**src/verilog/mpmc_cfg_pkg.sv**
```systemverilog
`default_nettype none

package mpmc_cfg_pkg;

	// ========================================
	// Channels
	// ========================================

	// Number of client channels that share the line store
	localparam int NUM_CH = 4;

	// Width of a channel number, used for the round-robin pointer
	localparam int CH_IDX_W = $clog2(NUM_CH);

	// ========================================
	// Line geometry
	// ========================================

	// One byte lane, the unit of the write strobes
	localparam int BYTE_W = 8;

	// Every access moves a full line between the port and the store
	localparam int LINE_W = 128;
	localparam int LINE_BYTES = LINE_W / BYTE_W;

	// ========================================
	// Address map
	// ========================================

	// Byte address of the 4 KiB space
	localparam int ADDR_W = 12;

	// Low bits pick the byte inside a line, the rest pick the line
	localparam int OFS_W = $clog2(LINE_BYTES);
	localparam int IDX_W = ADDR_W - OFS_W;

	// Lines in the store, 256 for the whole space
	localparam int DEPTH = 1 << IDX_W;

endpackage

`default_nettype wire

```
**src/verilog/mpmc_line_pkg.sv**
```systemverilog
`default_nettype none

package mpmc_line_pkg;

	// ========================================
	// Line store types
	// ========================================

	// One line as it sits in the store
	typedef logic [mpmc_cfg_pkg::LINE_W-1:0] line_t;

	// One strobe bit per byte lane of a line
	typedef logic [mpmc_cfg_pkg::LINE_BYTES-1:0] strb_t;

	// Line number inside the store
	typedef logic [mpmc_cfg_pkg::IDX_W-1:0] line_idx_t;

	// One bit per channel, either one-hot or a set of requests
	typedef logic [mpmc_cfg_pkg::NUM_CH-1:0] ch_mask_t;

	// ========================================
	// Channel data words
	// ========================================

	// Channel 0 moves a full line, the others a narrower field of it
	typedef logic [127:0] ch0_data_t;
	typedef logic [63:0] ch1_data_t;
	typedef logic [31:0] ch2_data_t;
	typedef logic [7:0] ch3_data_t;

endpackage

`default_nettype wire

```
**src/verilog/mpmc_apb_port.sv**
```systemverilog
`default_nettype none

module mpmc_apb_port #(
	parameter type data_t = mpmc_line_pkg::ch0_data_t
) (
	input logic clk0,
	input logic reset,
	// APB slave side
	input logic psel,
	input logic penable,
	input logic pwrite,
	input logic [mpmc_cfg_pkg::ADDR_W-1:0] paddr,
	input data_t pwdata,
	input logic [$bits(data_t)/mpmc_cfg_pkg::BYTE_W-1:0] pstrb,
	output data_t prdata,
	output logic pready,
	// Request toward the arbiter
	output logic req,
	output logic we,
	output mpmc_line_pkg::line_idx_t line_idx,
	output mpmc_line_pkg::line_t wline,
	output mpmc_line_pkg::strb_t wstrb,
	input logic gnt,
	// Read data coming back from the steering block
	input logic rd_valid,
	input data_t rd_data
);

	// Channel word size in bits and bytes, and how often it fits in a line
	localparam int dw = $bits(data_t);
	localparam int db = dw / mpmc_cfg_pkg::BYTE_W;
	localparam int rep = mpmc_cfg_pkg::LINE_W / dw;

	typedef enum logic [1:0] {
		st_idle,
		st_wgnt,
		st_wdata
	} state_t;

	state_t state;
	logic accept;
	int lane_byte;

	// Request held while the arbiter and the store work on it
	logic we_q;
	mpmc_line_pkg::line_idx_t idx_q;
	mpmc_line_pkg::line_t wline_q;
	mpmc_line_pkg::strb_t wstrb_q;

	// A new transfer is taken only in the first access cycle
	assign accept = (state == st_idle) && psel && penable;

	// The address aligned down to the word picks the first byte lane of the channel word
	always_comb begin
		lane_byte = (int'(paddr[mpmc_cfg_pkg::OFS_W-1:0]) / db) * db;
	end

	// ========================================
	// Request capture
	// ========================================

	always_ff @(posedge clk0) begin
		if (accept) begin
			we_q <= pwrite;
			idx_q <= paddr[mpmc_cfg_pkg::ADDR_W-1:mpmc_cfg_pkg::OFS_W];
			// The word goes to every lane and the strobes pick the one that counts
			wline_q <= {rep{pwdata}};
			// Reads keep all strobes low
			if (pwrite) begin
				wstrb_q <= mpmc_line_pkg::strb_t'(pstrb) << lane_byte;
			end else begin
				wstrb_q <= '0;
			end
		end
	end

	// ========================================
	// Transfer FSM
	// ========================================

	always_ff @(posedge clk0) begin
		if (reset) begin
			state <= st_idle;
		end else begin
			case (state)
				st_idle: begin
					if (accept) begin
						state <= st_wgnt;
					end
				end
				st_wgnt: begin
					// A write is finished once the store has taken it
					if (gnt) begin
						state <= we_q ? st_idle : st_wdata;
					end
				end
				st_wdata: begin
					if (rd_valid) begin
						state <= st_idle;
					end
				end
				default: begin
					state <= st_idle;
				end
			endcase
		end
	end

	assign req = (state == st_wgnt);
	assign we = we_q;
	assign line_idx = idx_q;
	assign wline = wline_q;
	assign wstrb = wstrb_q;

	// Writes end on the grant and reads when the steered word shows up
	assign pready = ((state == st_wgnt) && gnt && we_q) || ((state == st_wdata) && rd_valid);

	// Read data comes straight from the steering block, which holds zero between reads
	assign prdata = rd_data;

endmodule

`default_nettype wire

```
**config.mk**
```make
export PLATFORM = sky130hd
export DESIGN_NAME = mpmc_apb_port
export DESIGN_NICKNAME = d
export VERILOG_FILES = /design/src/verilog/mpmc_cfg_pkg.sv /design/src/verilog/mpmc_line_pkg.sv /design/src/verilog/mpmc_apb_port.sv
export SDC_FILE = /design/constraint.sdc
export NUM_CORES = 1
export LEC_CHECK = 0
export BUFFER_PORTS_ARGS = -buffer_cell sky130_fd_sc_hd__buf_2
export CAP_MARGIN = 0
export CORE_AREA = 2 2 223 225
export CTS_BUF_LIST = sky130_fd_sc_hd__clkbuf_8
export DETAILED_ROUTE_END_ITERATION = 6
export DIE_AREA = 0 0 225 227
export GPL_ROUTABILITY_DRIVEN = 1
export PLACE_DENSITY = 0.4
export SLEW_MARGIN = 20
export SYNTH_ARGS = -nofsm -noshare
export SYNTH_HDL_FRONTEND = slang
export SYNTH_SLANG_ARGS = --single-unit
```
**constraint.sdc**
```tcl
create_clock -name clk0 -period 17.9 [get_ports clk0]
set_input_delay 3.58 -clock clk0 [delete_from_list [all_inputs] [get_ports clk0]]
set_output_delay 3.58 -clock clk0 [all_outputs]
set_load 0.01 [all_outputs]
```
==> summary.md <==
| Metric | Value |
|---|---|
| Final worst path period need | 7.606 ns |
| WS Path Type | in2out |
| Yosys top cell area share | 79.46% |
| Yosys warning total | 0 |
| Boundary Pins | 574 |
| H-tree levels | 4 |
| Worst hold slack | 0.5644 ns |
| Pins Over Slew Limit | 0 |
| Num CTS Buffers | 17 |
| Mapped Avg Cell Area | 18.53 um2 |
| CTS Buffer Depth | 2 |
| Die ar. | 0.05108 mm2 |
| CP Max Fanout | 3 |
| Die X | 225 um |
| Chip Height | 227 um |
| Vias/cell | 2.816 |
| Post-CTS Hold Buffers | 0 |
| Post-synthesis sequential area ratio | 80.16% |
| Root Buffer | clkbuf_8 |
| Initial DRC Count | 102 |
| Nets@finish | 809 |
| Initial antenna violation count | 7 |
| Core Footprint | 0.04855 mm2 |
| Post-synthesis xor/xnor area fraction | 0% |
| CTS clk-pin slew, worst paths | 0.08 ns |
| Post-CTS Resized | 0 |
| Post-route ant nets | 0 |
| Clock Sink Count | 155 |
| Most common library cell in the layout ignoring fill and taps | buf_2 |
| Dpl hpwl | 12,620 um |
| FF+latch count, synth | 155 |
| Vias in the first global route | 3,293 |
| CP endpoint kind | output pin |
| Post-Synthesis Cells | 312 |
| Via count | 3,252 |
| Initial Utilization | 11.91% |
| Startpoint types | input port |
| Wire length per cell | 14.19 um |
| Slew Limit Headroom | 40.26% |
| Cell taking the most area after synthesis | edfxtp_1 |
| TNS Setup | 0 ns |
| Drt pass-1 iters | 4 |
| Min-Delay Path Class | reg2reg |
| Share of layout cells above drive strength 1 | 65.54% |
| Worst Skew | 0.008388 ns |
| Power after layout | 0.7383 mW |
| FP Rows | 81 |
| CP arrival | 4.03 ns |
| Largest net degree at the start of global routing | 69 |
| Period Utilization, post-route | 42.49% |
| RSZ-0062 raised after global routing | no |
| CTS tree | yes |
| # Max-Cap Violations | 0 |
| Largest cells by area after synthesis | edfxtp_1, buf_4, and2_1 |
| Mux share of post-synthesis cell area | 0% |
| First-pass GRT wire length | 21,670 um |
| Slew @ Worst Pin | 0.8961 ns |
| Status | finished, final reports clean |
| Post-Synth Simple-Gate Area | 2.792% |
| Number of remaining DRC errors | 0 |
| Port-buffer cells | 313 |
| Pleak | 2.945 nW |
| Main combinational cell family by area after synthesis | buffers and inverters |
| WL final | 16,400 um |
| Gr ovfl total | 0 |
| All-Layer GR Usage | 6.392% |
| Peak supply drop | 0.00002562 V |
| Setup bufs post-CTS | 0 |
| Area Growth Syn to Fin | 30.90% |
| GPL Wtd Cong | 0.6769 |
| Syn Nets | 603 |
| Yosys cell types | 16 |
| Post-Synthesis Cell Area | 0.005782 mm2 |
| Compound-Gate Fraction of Synth Area | 0.3679% |
| Most frequent cells in the layout | buf_2, edfxtp_1, clkbuf_8, and2_1, clkinv_4 |
| Pwr dens | 97.55 mW/mm2 |
| Peak Freq | 0.1315 GHz |
| Endpoints failing setup | 0 |
| Final Hold Fails | 0 |
| Adder-Cell Fraction of Synth Area | 0% |
| Clk Latency, worst-skew pair | 0.53 ns |
| Worst EP required | 14.32 ns |
layer usage:
metal	vias up	global-route usage, %	share of wire (%)	wire (um)
met2	278	9.558	46	7561
met4	8	5.234	4.6	759
met1	1498	5.562	33	5445
met5	-	0	0.37	61
li1	1401	-	-	-
met3	67	5.188	16	2567
cell type report:
cell class / instances / area, um2
Clock inverter: 15 / 140.1
Tap cell: 622 / 778.2
Sequential cell: 155 / 4634
Timing Repair Buffer: 316 / 1589
Clock buffer: 17 / 234.0
Antenna cell: 2 / 5.005
Fill cell: 5380 / 40980
Multi-Input combinational cell: 28 / 187.7
sequential cells by signal, indices dropped and copies added (netlist names):
register and flops:
wstrb 16, wline 128, line_idx 8, state 2, we 1
cells by family (layout without fill, tap and decap cells):
logic type,Yosys count,after routing
buf+inv,129,348
simple gates,25,25
compound gates,3,3
other cells,0,2
flops,155,155
power breakdown:
group,switching [mW],internal [mW]
clock network,0.153,0.111
logic,0.0289,0.0232
registers,0.00401,0.418
total,0.186,0.553
worst max-delay path, cell delays in order:
cell,delay (ns)
buf_2,0.10
nand3_1,0.07
o21ai_1,0.13
buf_2,0.15
path summary, 6_finish.rpt:
| check | startpoint | end | slack [ns] | cells after the start |
|---|---|---|---|---|
| worst min-delay path | state[1] | state[0] | 0.56 | 1 |
| worst max register to register | state[1] | wline[32] | 15.42 | 3 |
| worst max-delay path | gnt | pready | 10.29 | 4 |
| worst min register to register | state[1] | state[0] | 0.56 | 1 |
metrics by stage:
stage,setup WS (ns),cells,utilization (%),area (um2)
after floorplan,3.122,312,-,5782
after global placement,10.30,1121,14.81,7189
after detailed placement,10.29,1121,14.81,7189
after CTS,10.29,1153,15.58,7564
after global routing,10.24,1154,15.59,7566
final,10.29,1155,15.59,7569
cells in the mapped netlist:
library cell / number
a211oi_1: 1
nand2_1: 1
nor3_1: 1
dfxtp_1: 2
o21ai_1: 1
and2_1: 16
edfxtp_1: 153
nand2b_1: 1
a21oi_2: 1
clkbuf_1: 1
nor2b_1: 1
nand3b_1: 2
buf_4: 128
nand4bb_1: 1
or3b_1: 1
nand3_1: 1
No activity file was read; power rests on OpenSTA's default activity.
