--- config.mk ---
export PLATFORM = sky130hd
export DESIGN_NAME = mpmc_data_output
export DESIGN_NICKNAME = d
export VERILOG_FILES = /design/src/verilog/mpmc_cfg_pkg.sv /design/src/verilog/mpmc_line_pkg.sv /design/src/verilog/mpmc_data_output.sv
export SDC_FILE = /design/constraint.sdc
export NUM_CORES = 1
export LEC_CHECK = 0
export BUFFER_PORTS_ARGS = -buffer_cell sky130_fd_sc_hd__clkbuf_2
export CORE_MARGIN = 4
export CORE_UTILIZATION = 44
export CTS_CLUSTER_DIAMETER = 120
export DETAILED_ROUTE_END_ITERATION = 16
export PLACE_DENSITY = 0.95
export SETUP_SLACK_MARGIN = 0.1
export SLEW_MARGIN = 0
export SYNTH_ARGS = -nofsm -noshare
export SYNTH_HDL_FRONTEND = slang
export SYNTH_SLANG_ARGS = --single-unit
--- constraint.sdc ---
create_clock -name clk0 -period 1.4 [get_ports clk0]
set_input_delay 0.14 -clock clk0 [delete_from_list [all_inputs] [get_ports clk0]]
set_output_delay 0.14 -clock clk0 [all_outputs]
set_load 0.02 [all_outputs]
--- src/verilog/mpmc_cfg_pkg.sv ---
`default_nettype none

package mpmc_cfg_pkg;

	// ========================================
	// Channels
	// ========================================

	// Number of client channels that share the line store
	localparam int NUM_CH = 4;

	// Width of a channel number, used for the round-robin pointer
	localparam int CH_IDX_W = $clog2(NUM_CH);

	// ========================================
	// Line geometry
	// ========================================

	// One byte lane, the unit of the write strobes
	localparam int BYTE_W = 8;

	// Every access moves a full line between the port and the store
	localparam int LINE_W = 128;
	localparam int LINE_BYTES = LINE_W / BYTE_W;

	// ========================================
	// Address map
	// ========================================

	// Byte address of the 4 KiB space
	localparam int ADDR_W = 12;

	// Low bits pick the byte inside a line, the rest pick the line
	localparam int OFS_W = $clog2(LINE_BYTES);
	localparam int IDX_W = ADDR_W - OFS_W;

	// Lines in the store, 256 for the whole space
	localparam int DEPTH = 1 << IDX_W;

endpackage

`default_nettype wire

--- src/verilog/mpmc_line_pkg.sv ---
`default_nettype none

package mpmc_line_pkg;

	// ========================================
	// Line store types
	// ========================================

	// One line as it sits in the store
	typedef logic [mpmc_cfg_pkg::LINE_W-1:0] line_t;

	// One strobe bit per byte lane of a line
	typedef logic [mpmc_cfg_pkg::LINE_BYTES-1:0] strb_t;

	// Line number inside the store
	typedef logic [mpmc_cfg_pkg::IDX_W-1:0] line_idx_t;

	// One bit per channel, either one-hot or a set of requests
	typedef logic [mpmc_cfg_pkg::NUM_CH-1:0] ch_mask_t;

	// ========================================
	// Channel data words
	// ========================================

	// Channel 0 moves a full line, the others a narrower field of it
	typedef logic [127:0] ch0_data_t;
	typedef logic [63:0] ch1_data_t;
	typedef logic [31:0] ch2_data_t;
	typedef logic [7:0] ch3_data_t;

endpackage

`default_nettype wire

--- src/verilog/mpmc_data_output.sv ---
`default_nettype none

module mpmc_data_output #(
	parameter type data_t = mpmc_line_pkg::ch0_data_t
) (
	input logic clk0,
	input logic reset,
	input logic sel,
	input logic [mpmc_cfg_pkg::OFS_W-1:0] adr,
	input mpmc_line_pkg::line_t line,
	output data_t dato,
	output logic valid
);

	// Channel word size, in bits and in bytes
	localparam int dw = $bits(data_t);
	localparam int db = dw / mpmc_cfg_pkg::BYTE_W;

	int shift;

	// Bit offset of the addressed word, address aligned down to the word size
	// A full-width channel always gets zero here
	always_comb begin
		shift = (int'(adr) / db) * db * mpmc_cfg_pkg::BYTE_W;
	end

	// ========================================
	// Output register
	// ========================================

	// Unselected outputs sit at zero so that several of them could be OR-ed
	always_ff @(posedge clk0) begin
		if (reset) begin
			dato <= '0;
			valid <= 1'b0;
		end else begin
			valid <= sel;
			if (sel) begin
				// The cast keeps the low dw bits after the shift
				dato <= data_t'(line >> shift);
			end else begin
				dato <= '0;
			end
		end
	end

endmodule

`default_nettype wire

==> results of run 1 <==
flip-flops by register name, indices dropped and copies added (netlist names):
name	count
dato	128
valid	1
cell type report:
class / count / area (µm²) / share of cell area
flip-flops and latches: 129 / 2580 / 0.368
multi-input cells: 129 / 1140 / 0.162
clock buffers: 20 / 425 / 0.0606
clock inverters: 11 / 116 / 0.0166
well taps: 105 / 131 / 0.0187
repair buffers: 390 / 2610 / 0.372
diodes: 3 / 7.51 / 0.00107
metrics by stage:
stage	total power, W	hold slack [ns]
global route	0.00931	0.262
floorplan	0.00434	0.304
finish	0.00901	0.220
global placement	0.00466	0.381
detailed placement	0.00470	0.386
CTS	0.00897	0.160
Yosys cell counts:
cell,instances
clkbuf_4,1
buf_2,26
dfxtp_1,129
and3b_1,119
and3b_2,9
clkbuf_1,1
nor2b_1,1
routing by layer:
layer | GRT usage | vias up | wire length (µm) | part of all wire
met5 | 0 | - | 0 | 0
met4 | 0.145 | 0 | 572 | 0.039
met3 | 0.120 | 46 | 1330 | 0.091
met2 | 0.519 | 203 | 7820 | 0.53
met1 | 0.270 | 1742 | 4930 | 0.34
li1 | - | 1741 | - | -
final timing paths:
| path | to | cells after the start | start | slack (ns) |
|---|---|---|---|---|
| max | dato[102] | 1 | dato[102]$_SDFF_PP0_ | 0.24 |
| min | valid$_SDFF_PP0_ | 3 | reset | 0.22 |
logic make-up (layout without fill, tap and decap cells):
group         Yosys count  in the layout  share of synthesized area
flops                 129            129                      0.669
simple gates          129            129                      0.295
buf+inv                28            421                     0.0366
other cells             0              3                          0
timing repair:
item,4_1_cts,5_1_grt
endpoints found under the setup margin,0,0
hold buffers,128,0
buffers inserted,0,0
gates resized for setup,0,0
endpoints found under the hold margin,128,0
report_power, final:
group,leakage (nW),total [W],switching [W],internal (W)
Clock,0.260,0.00406,0.00155,0.00251
Sequential,1.06,0.00387,0.0000507,0.00382
Combinational,2.58,0.00108,0.000508,0.000573
Total,3.90,0.00901,0.00211,0.00690
==> flow_summary_export.csv, run 1 <==
group,metric,value,unit
final_layout,area.growth.synth_to_final,81.6,%
placed_design,dp_hpwl,7.62,mm
final_layout,stdcell_count,787,
synth,ys_ff_latch,129,
placed_design,dp_cells,625,
clocking,cts_tree,"built",
sta,fmax,859,MHz
synth,yosys_warnings,0,
setup_path,end_kind,"output pin",
setup_path,critical-path-slowest-cell,"dfxtp_1",
floorplan,fp.coreArea,8380,µm²
drt,wl_per_cell,18.6,µm
drt,dr.pass1.iters,4,
synth,yosys.area.top_type,"dfxtp_1",
global_routing,grt_pass1_vias,4241,
global_routing,antenna_found_initial,2,
final_layout,fillers,421,
drt,vias,3732,
clocking,htree_levels,4,
worst_hold_path,hold_class,"input pin to flip-flop",
synth,synth.yosys.seq_area_share,0.669,
floorplan,rows,33,
setup_path,critPathLaunchType,"flip-flop",
drt,drc,0,
setup_path,slowest_delay,0.36,ns
synth,synth_area_leaders,"dfxtp_1 (67%), and3b_1 (27%), buf_2 (3.4%)",
drt,drtIter0Drc,89,
floorplan,start_util,0.461,
global_routing,gr-usage-all-layers,0.284,
setup_path,cp.buffers_inverters,1,
setup_path,crit_required,1.26,ns
placed_design,numPortBuffers,259,
floorplan,die_h,102,µm
synth,syn_area,3860,µm²
clocking,clockBufferDepth,2,
global_routing,grt_max_degree,130,
sta,timing.slew.headroom,0.646,
placed_design,gp_congestion,0.702,
synth,syn_avg_cell_area,13.5,µm²
setup_path,critical_path_class,"flip-flop to output pin",
sta,worstMarginPinSlew,0.532,ns
status,status,"finished clean",
floorplan,die-area,10300,µm²
final_layout,drive_gt1_frac,0.440,
sta,hold_violations,0,
sta,rsz0062_at_grt,"false",
sta,tns,0,ns
sta,finalMaxSlewViolations,0,
floorplan,io_pins,264,
final_layout,finish.instance_area,7010,µm²
sta,setup_viol,0,
setup_path,critical-path-top-delay-family,"flip-flops",
floorplan,die_w,102,µm
global_routing,grt_pass1_wl,22.1,mm
drt,totalWireLength,14.7,mm
synth,synthCells,286,
setup_path,cp_max_fo,1,
power,leakage,3.90,nW
setup_path,path_cells,"clkbuf_2",
global_routing,overflow,0,
drt,viasPerCell,4.74,
sta,setup_ws,0.236,ns
sta,final.period_utilization,0.831,
setup_path,worstPathArrival,1.02,ns
sta,fin_crit,1.16,ns
placed_design,place_ws,0.406,ns
final_layout,final_common_cell,"clkbuf_2",
clocking,path_clk_slew,0.06,ns
placed_design,placed_area,5180,µm²
power,power_density,1280,nW/µm²
final_layout,layout_common_cells,"clkbuf_2 (257), dfxtp_1 (129), dlygate4sd3_1 (128), and3b_1 (119), clkbuf_16 (16)",
final_layout,post-route-util,0.837,
job,drv_cap,0,
drt,ant_nets,0,
clocking,numCtsBuffers,17,
clocking,clock_sinks,129,
final_layout,nets,802,
synth,yosysTopAreaCellShare,0.669,
clocking,root_buffer,"clkbuf_8",
synth,syn_nets,421,
power,vdd_ir_drop_max,1.02,mV
synth,synth.distinct_cells,7,
Note: power is estimated with default switching activity, not from simulation.
==> run 2: changes to the inputs <==
--- a/config.mk
+++ b/config.mk
@@ -7,10 +7,10 @@
 export LEC_CHECK = 0
 export BUFFER_PORTS_ARGS = -buffer_cell sky130_fd_sc_hd__clkbuf_2
 export CORE_MARGIN = 4
-export CORE_UTILIZATION = 44
+export CORE_UTILIZATION = 37
 export CTS_CLUSTER_DIAMETER = 120
 export DETAILED_ROUTE_END_ITERATION = 16
-export PLACE_DENSITY = 0.95
+export PLACE_DENSITY = 0.87
 export SETUP_SLACK_MARGIN = 0.1
 export SLEW_MARGIN = 0
 export SYNTH_ARGS = -nofsm -noshare
==> constraint.sdc (replaced) <==
create_clock -name clk0 -period 0.97 [get_ports clk0]
set_input_delay 0.097 -clock clk0 [delete_from_list [all_inputs] [get_ports clk0]]
set_output_delay 0.097 -clock clk0 [all_outputs]
set_load 0.02 [all_outputs]
==> run 2 against run 1 <==
The flow now finishes with violations (negative setup slack). Sequential cell count stayed put. Setup slack worse by 0.35 ns. Via count is 0.56% higher. Clock power is 58% higher. Final area is 23% higher. Critical path depth stayed put. Die area is 17% higher. Global-route usage is 2.7 points lower. Power is 57% higher. Routed wire length is 14% higher. Sequential power is 48% higher. Critical endpoint is now dato[101].
==> flow_summary_export.csv, run 2 (same netlist as run 1, synthesis figures left out) <==
group,metric,value,unit
setup_path,path_cells,"buf_8",
setup_path,critical_path_class,"flip-flop to output pin",
final_layout,top_regs,"dato (128), valid (1)",
setup_path,end_kind,"output pin",
clocking,root_buffer,"clkbuf_8",
global_routing,grt_pass1_wl,23.0,mm
sta,fmax,925,MHz
power,vdd_ir_drop_max,0.968,mV
sta,rsz0062_at_grt,"true",
drt,drc,0,
drt,wl_per_cell,20.5,µm
drt,ant_nets,0,
drt,totalWireLength,16.7,mm
job,drv_cap,0,
global_routing,gr-usage-all-layers,0.257,
global_routing,grt_max_degree,69,
sta,fin_hold_ws,0.0837,ns
drt,vias,3753,
final_layout,regMostFlops,"dato",
status,status,"finished with violations",
status,violations,"negative setup slack",
global_routing,grt_pass1_vias,4311,
global_routing,overflow,0,
power,p_sw_frac,0.227,
placed_design,placed_area,5270,µm²
setup_path,endpoint,"dato[101]",
setup_path,slowest_delay,0.36,ns
placed_design,place_ws,0.120,ns
sta,worstMarginPinSlew,0.280,ns
placed_design,dp_hpwl,7.45,mm
sta,setup_ws,-0.111,ns
setup_path,cp.buffers_inverters,1,
floorplan,fp.coreArea,10200,µm²
worst_hold_path,hold_class,"input pin to flip-flop",
power,comb_power_share,0.143,
power,p_int,0.0109,W
floorplan,start_util,0.378,
final_layout,layout_common_cells,"dfxtp_2 (129), buf_8 (129), dlygate4sd3_1 (128), clkbuf_2 (128), and3b_1 (119)",
setup_path,crit_start,"dato[101]$_SDFF_PP0_",
sta,fin_crit,1.08,ns
power,power_density,1640,nW/µm²
setup_path,critical-path-slowest-cell,"dfxtp_2",
final_layout,largest_reg_flops,128,
floorplan,die_h,110,µm
setup_path,worstPathArrival,0.98,ns
sta,timing.slew.headroom,0.813,
placed_design,gp_congestion,0.703,
sta,setup_viol,129,
clocking,numCtsBuffers,17,
floorplan,io_pins,264,
sta,finalMaxSlewViolations,0,
setup_path,cp_max_fo,1,
setup_path,cp.depth,1,
setup_path,crit_required,0.87,ns
clocking,clockBufferDepth,2,
power,total_power,0.0142,W
final_layout,finish.instance_area,8610,µm²
drt,dr.pass1.iters,4,
drt,drtIter0Drc,107,
drt,viasPerCell,4.59,
floorplan,rows,37,
final_layout,drive_gt1_frac,0.634,
power,leakage,4.35,nW
power,p_clk_frac,0.453,
power,pwr-share-seq,0.404,
setup_path,critPathLaunchType,"flip-flop",
setup_path,critical-path-top-delay-family,"flip-flops",
placed_design,numPortBuffers,259,
clocking,clock_sinks,129,
global_routing,antenna_found_initial,0,
clocking,post-cts-setup-buffers,0,
sta,final.period_utilization,1.11,
clocking,path_clk_slew,0.06,ns
floorplan,die_w,110,µm
final_layout,nets,803,
floorplan,die-area,12100,µm²
clocking,htree_levels,4,
final_layout,diodes,0,
clocking,cts_tree,"built",
sta,hold_violations,0,
power,p_sw,0.00321,W
final_layout,area.growth.synth_to_final,123,%
run 2: repair_timing:
item | in CTS | in global routing
setup endpoints to repair | 129 | 129
hold endpoints to repair | 128 | 0
pin swaps | 0 | 0
hold buffers | 128 | 0
resized for setup | 375 | 141
run 2: cell type report:
| class | count | area [µm²] |
|---|---|---|
| repair buffers | 391 | 3950 |
| flip-flops and latches | 129 | 2740 |
| fillers | 450 | 1620 |
| multi-input cells | 129 | 1140 |
| clock buffers | 25 | 514 |
| well taps | 136 | 170 |
| clock inverters | 7 | 96.3 |
run 2: how the worst min path moves through the flow:
stage | startpoint | to | slack, ns | depth (start not counted)
6_report | reset | valid$_SDFF_PP0_ | 0.08 | 3
5_1_grt | reset | valid$_SDFF_PP0_ | 0.08 | 3
4_1_cts | reset | valid$_SDFF_PP0_ | 0.05 | 3
3_5_place_dp | line[122] | dato[122]$_SDFF_PP0_ | 0.34 | 2
3_3_place_gp | line[99] | dato[99]$_SDFF_PP0_ | 0.34 | 2
2_1_floorplan | line[0] | dato[0]$_SDFF_PP0_ | 0.26 | 1
run 2: routing by layer:
layer,track usage,wire length (µm),vias up
met4,0.118,572,0
met2,0.502,9460,197
met3,0.0885,1310,42
li1,-,-,1748
met1,0.235,5400,1766
met5,0,0,-
run 2: power groups by stage:
| stage | sequential (W) | combinational (W) | clock, W |
|---|---|---|---|
| after global routing | 0.00574 | 0.00212 | 0.00672 |
| after detailed placement | 0.00569 | 0.00110 | 0 |
| final | 0.00572 | 0.00202 | 0.00642 |
| after CTS | 0.00565 | 0.00183 | 0.00643 |
| after floorplan | 0.00596 | 0.000299 | 0 |
| after global placement | 0.00568 | 0.00107 | 0 |
run 2: metrics by stage:
stage	utilization	std cells	TNS [ns]
after global placement	0.515	657	0
after detailed placement	0.515	657	0
after floorplan	-	286	0
after global routing	0.842	817	-14.33
final	0.842	817	-9.83
after CTS	0.825	817	-14.45
run 2: tightest hold or removal path: cells and delay by family:
family	cells	cell delay, ns
buffers and inverters	2	0.31
AND/OR/NAND/NOR	1	0.12
==> run 3: changes to the inputs <==
--- a/config.mk
+++ b/config.mk
@@ -10,7 +10,8 @@
 export CORE_UTILIZATION = 37
 export CTS_CLUSTER_DIAMETER = 120
 export DETAILED_ROUTE_END_ITERATION = 16
-export PLACE_DENSITY = 0.87
+export PLACE_DENSITY = 0.76
+export REMOVE_ABC_BUFFERS = 1
 export SETUP_SLACK_MARGIN = 0.1
 export SLEW_MARGIN = 0
 export SYNTH_ARGS = -nofsm -noshare
==> run 3 against run 2 <==
The flow still finishes with violations (negative setup slack). Sequential share of layout area rose by 0.12 points. Die area did not move. Global-route usage fell by 0.89 points. Final area fell by 0.38%. Critical endpoint is now dato[30].
==> flow_summary_export.csv, run 3 (same netlist as run 1, synthesis figures left out) <==
group,metric,value,unit
global_routing,antenna_found_initial,0,
clocking,post-cts-setup-buffers,0,
drt,dr.pass1.iters,4,
floorplan,rows,37,
sta,tns,-8.24,ns
drt,drtIter0Drc,140,
sta,rsz0062_at_grt,"true",
status,status,"finished with violations",
clocking,root_buffer,"clkbuf_8",
placed_design,place_ws,0.122,ns
final_layout,diodes,0,
drt,routed.top_layer,"met4",
setup_path,slowest_delay,0.36,ns
clocking,cts_tree,"built",
drt,totalWireLength,16.4,mm
power,leakage,4.33,nW
placed_design,placed_area,5270,µm²
job,drv_cap,0,
sta,fin_crit,1.07,ns
power,power_density,1620,nW/µm²
setup_path,critical-path-slowest-cell,"dfxtp_2",
floorplan,start_util,0.378,
worst_hold_path,hold_class,"input pin to flip-flop",
final_layout,drive_gt1_frac,0.636,
clocking,htree_levels,4,
drt,dr_wl_met2,8.89,mm
placed_design,dp_cells,657,
sta,setup_ws,-0.0964,ns
final_layout,stdcell_count,817,
setup_path,critical_path_class,"flip-flop to output pin",
floorplan,fp.coreArea,10200,µm²
global_routing,grt_pass1_vias,4278,
final_layout,finish.instance_area,8580,µm²
drt,drc,0,
final_layout,nets,803,
drt,met1Wirelength,5.42,mm
clocking,path_clk_slew,0.06,ns
drt,viasPerCell,4.58,
drt,wl_met3,1.50,mm
floorplan,io_pins,264,
status,violations,"negative setup slack",
setup_path,crit_required,0.87,ns
global_routing,grt_pass1_wl,22.3,mm
drt,vias,3744,
final_layout,top_regs,"dato (128), valid (1)",
sta,setup_viol,129,
sta,timing.slew.headroom,0.824,
setup_path,critPathLaunchType,"flip-flop",
setup_path,critical-path-top-delay-family,"flip-flops",
final_layout,fillers,470,
final_layout,regMostFlops,"dato",
floorplan,die-area,12100,µm²
sta,fmax,938,MHz
drt,wl_per_cell,20.1,µm
setup_path,end_kind,"output pin",
final_layout,area.growth.synth_to_final,122,%
placed_design,dp_hpwl,7.35,mm
global_routing,overflow,0,
setup_path,cp_max_fo,1,
placed_design,numPortBuffers,259,
clocking,clockBufferDepth,2,
setup_path,cp.buffers_inverters,1,
sta,hold_violations,0,
final_layout,largest_reg_flops,128,
drt,ant_nets,0,
floorplan,die_h,110,µm
final_layout,layout_common_cells,"dfxtp_2 (129), buf_8 (129), dlygate4sd3_1 (128), clkbuf_2 (128), and3b_1 (119)",
sta,worstMarginPinSlew,0.265,ns
setup_path,path_cells,"buf_8",
sta,final.period_utilization,1.10,
global_routing,gr-usage-all-layers,0.248,
floorplan,die_w,110,µm
sta,finalMaxSlewViolations,0,
clocking,clock_sinks,129,
clocking,numCtsBuffers,17,
global_routing,grt_max_degree,68,
power,vdd_ir_drop_max,1.14,mV
placed_design,gp_congestion,0.733,
setup_path,worstPathArrival,0.97,ns
[run 3: cell types whose count changed in the layout (fill, tap and decap cells not counted)]
| cell | before | now |
|---|---|---|
| inv_6 | 0 | 1 |
| clkinv_2 | 1 | 4 |
| clkbuf_8 | 8 | 3 |
| clkbuf_1 | 1 | 0 |
| clkinvlp_4 | 3 | 4 |
| clkinv_4 | 1 | 2 |
[run 3: layer usage]
metal / global-route usage / vias to the layer above
met5: 0 / -
met4: 0.120 / 0
met3: 0.0891 / 47
met2: 0.473 / 202
met1: 0.232 / 1746
li1: - / 1749
[run 3: stage by stage]
step / utilization / hold slack, ns / power (W)
finish: 0.839 / 0.0817 / 0.0139
global placement: 0.515 / 0.339 / 0.00676
floorplan: - / 0.169 / 0.00615
global route: 0.839 / 0.123 / 0.0144
detailed placement: 0.515 / 0.343 / 0.00680
CTS: 0.821 / 0.0616 / 0.0137
[run 3: report_power, final]
part | total [W] | switching (W) | internal, W
Combinational | 0.00202 | 0.000773 | 0.00124
Clock | 0.00618 | 0.00239 | 0.00379
Sequential | 0.00572 | 0.000161 | 0.00556
Total | 0.0139 | 0.00333 | 0.0106
[run 3: repair_timing]
item,in CTS,in global routing
endpoints found under the setup margin,129,129
gates cloned,0,0
resized for setup,376,140
endpoints found under the hold margin,128,0
hold buffers,128,0
pin swaps,0,0
[run 3: worst paths after layout]
check | depth (start not counted) | startpoint | slack (ns) | endpoint
max | 1 | dato[30]$_SDFF_PP0_ | -0.1 | dato[30]
min | 3 | reset | 0.08 | valid$_SDFF_PP0_
[run 3: cell type report]
| class | count | area (µm²) | share of cell area |
|---|---|---|---|
| Sequential cell | 129 | 2740 | 0.320 |
| Tap cell | 136 | 170 | 0.0198 |
| Multi-Input combinational cell | 129 | 1140 | 0.133 |
| Timing Repair Buffer | 391 | 3950 | 0.460 |
| Clock buffer | 19 | 442 | 0.0515 |
| Clock inverter | 13 | 136 | 0.0159 |
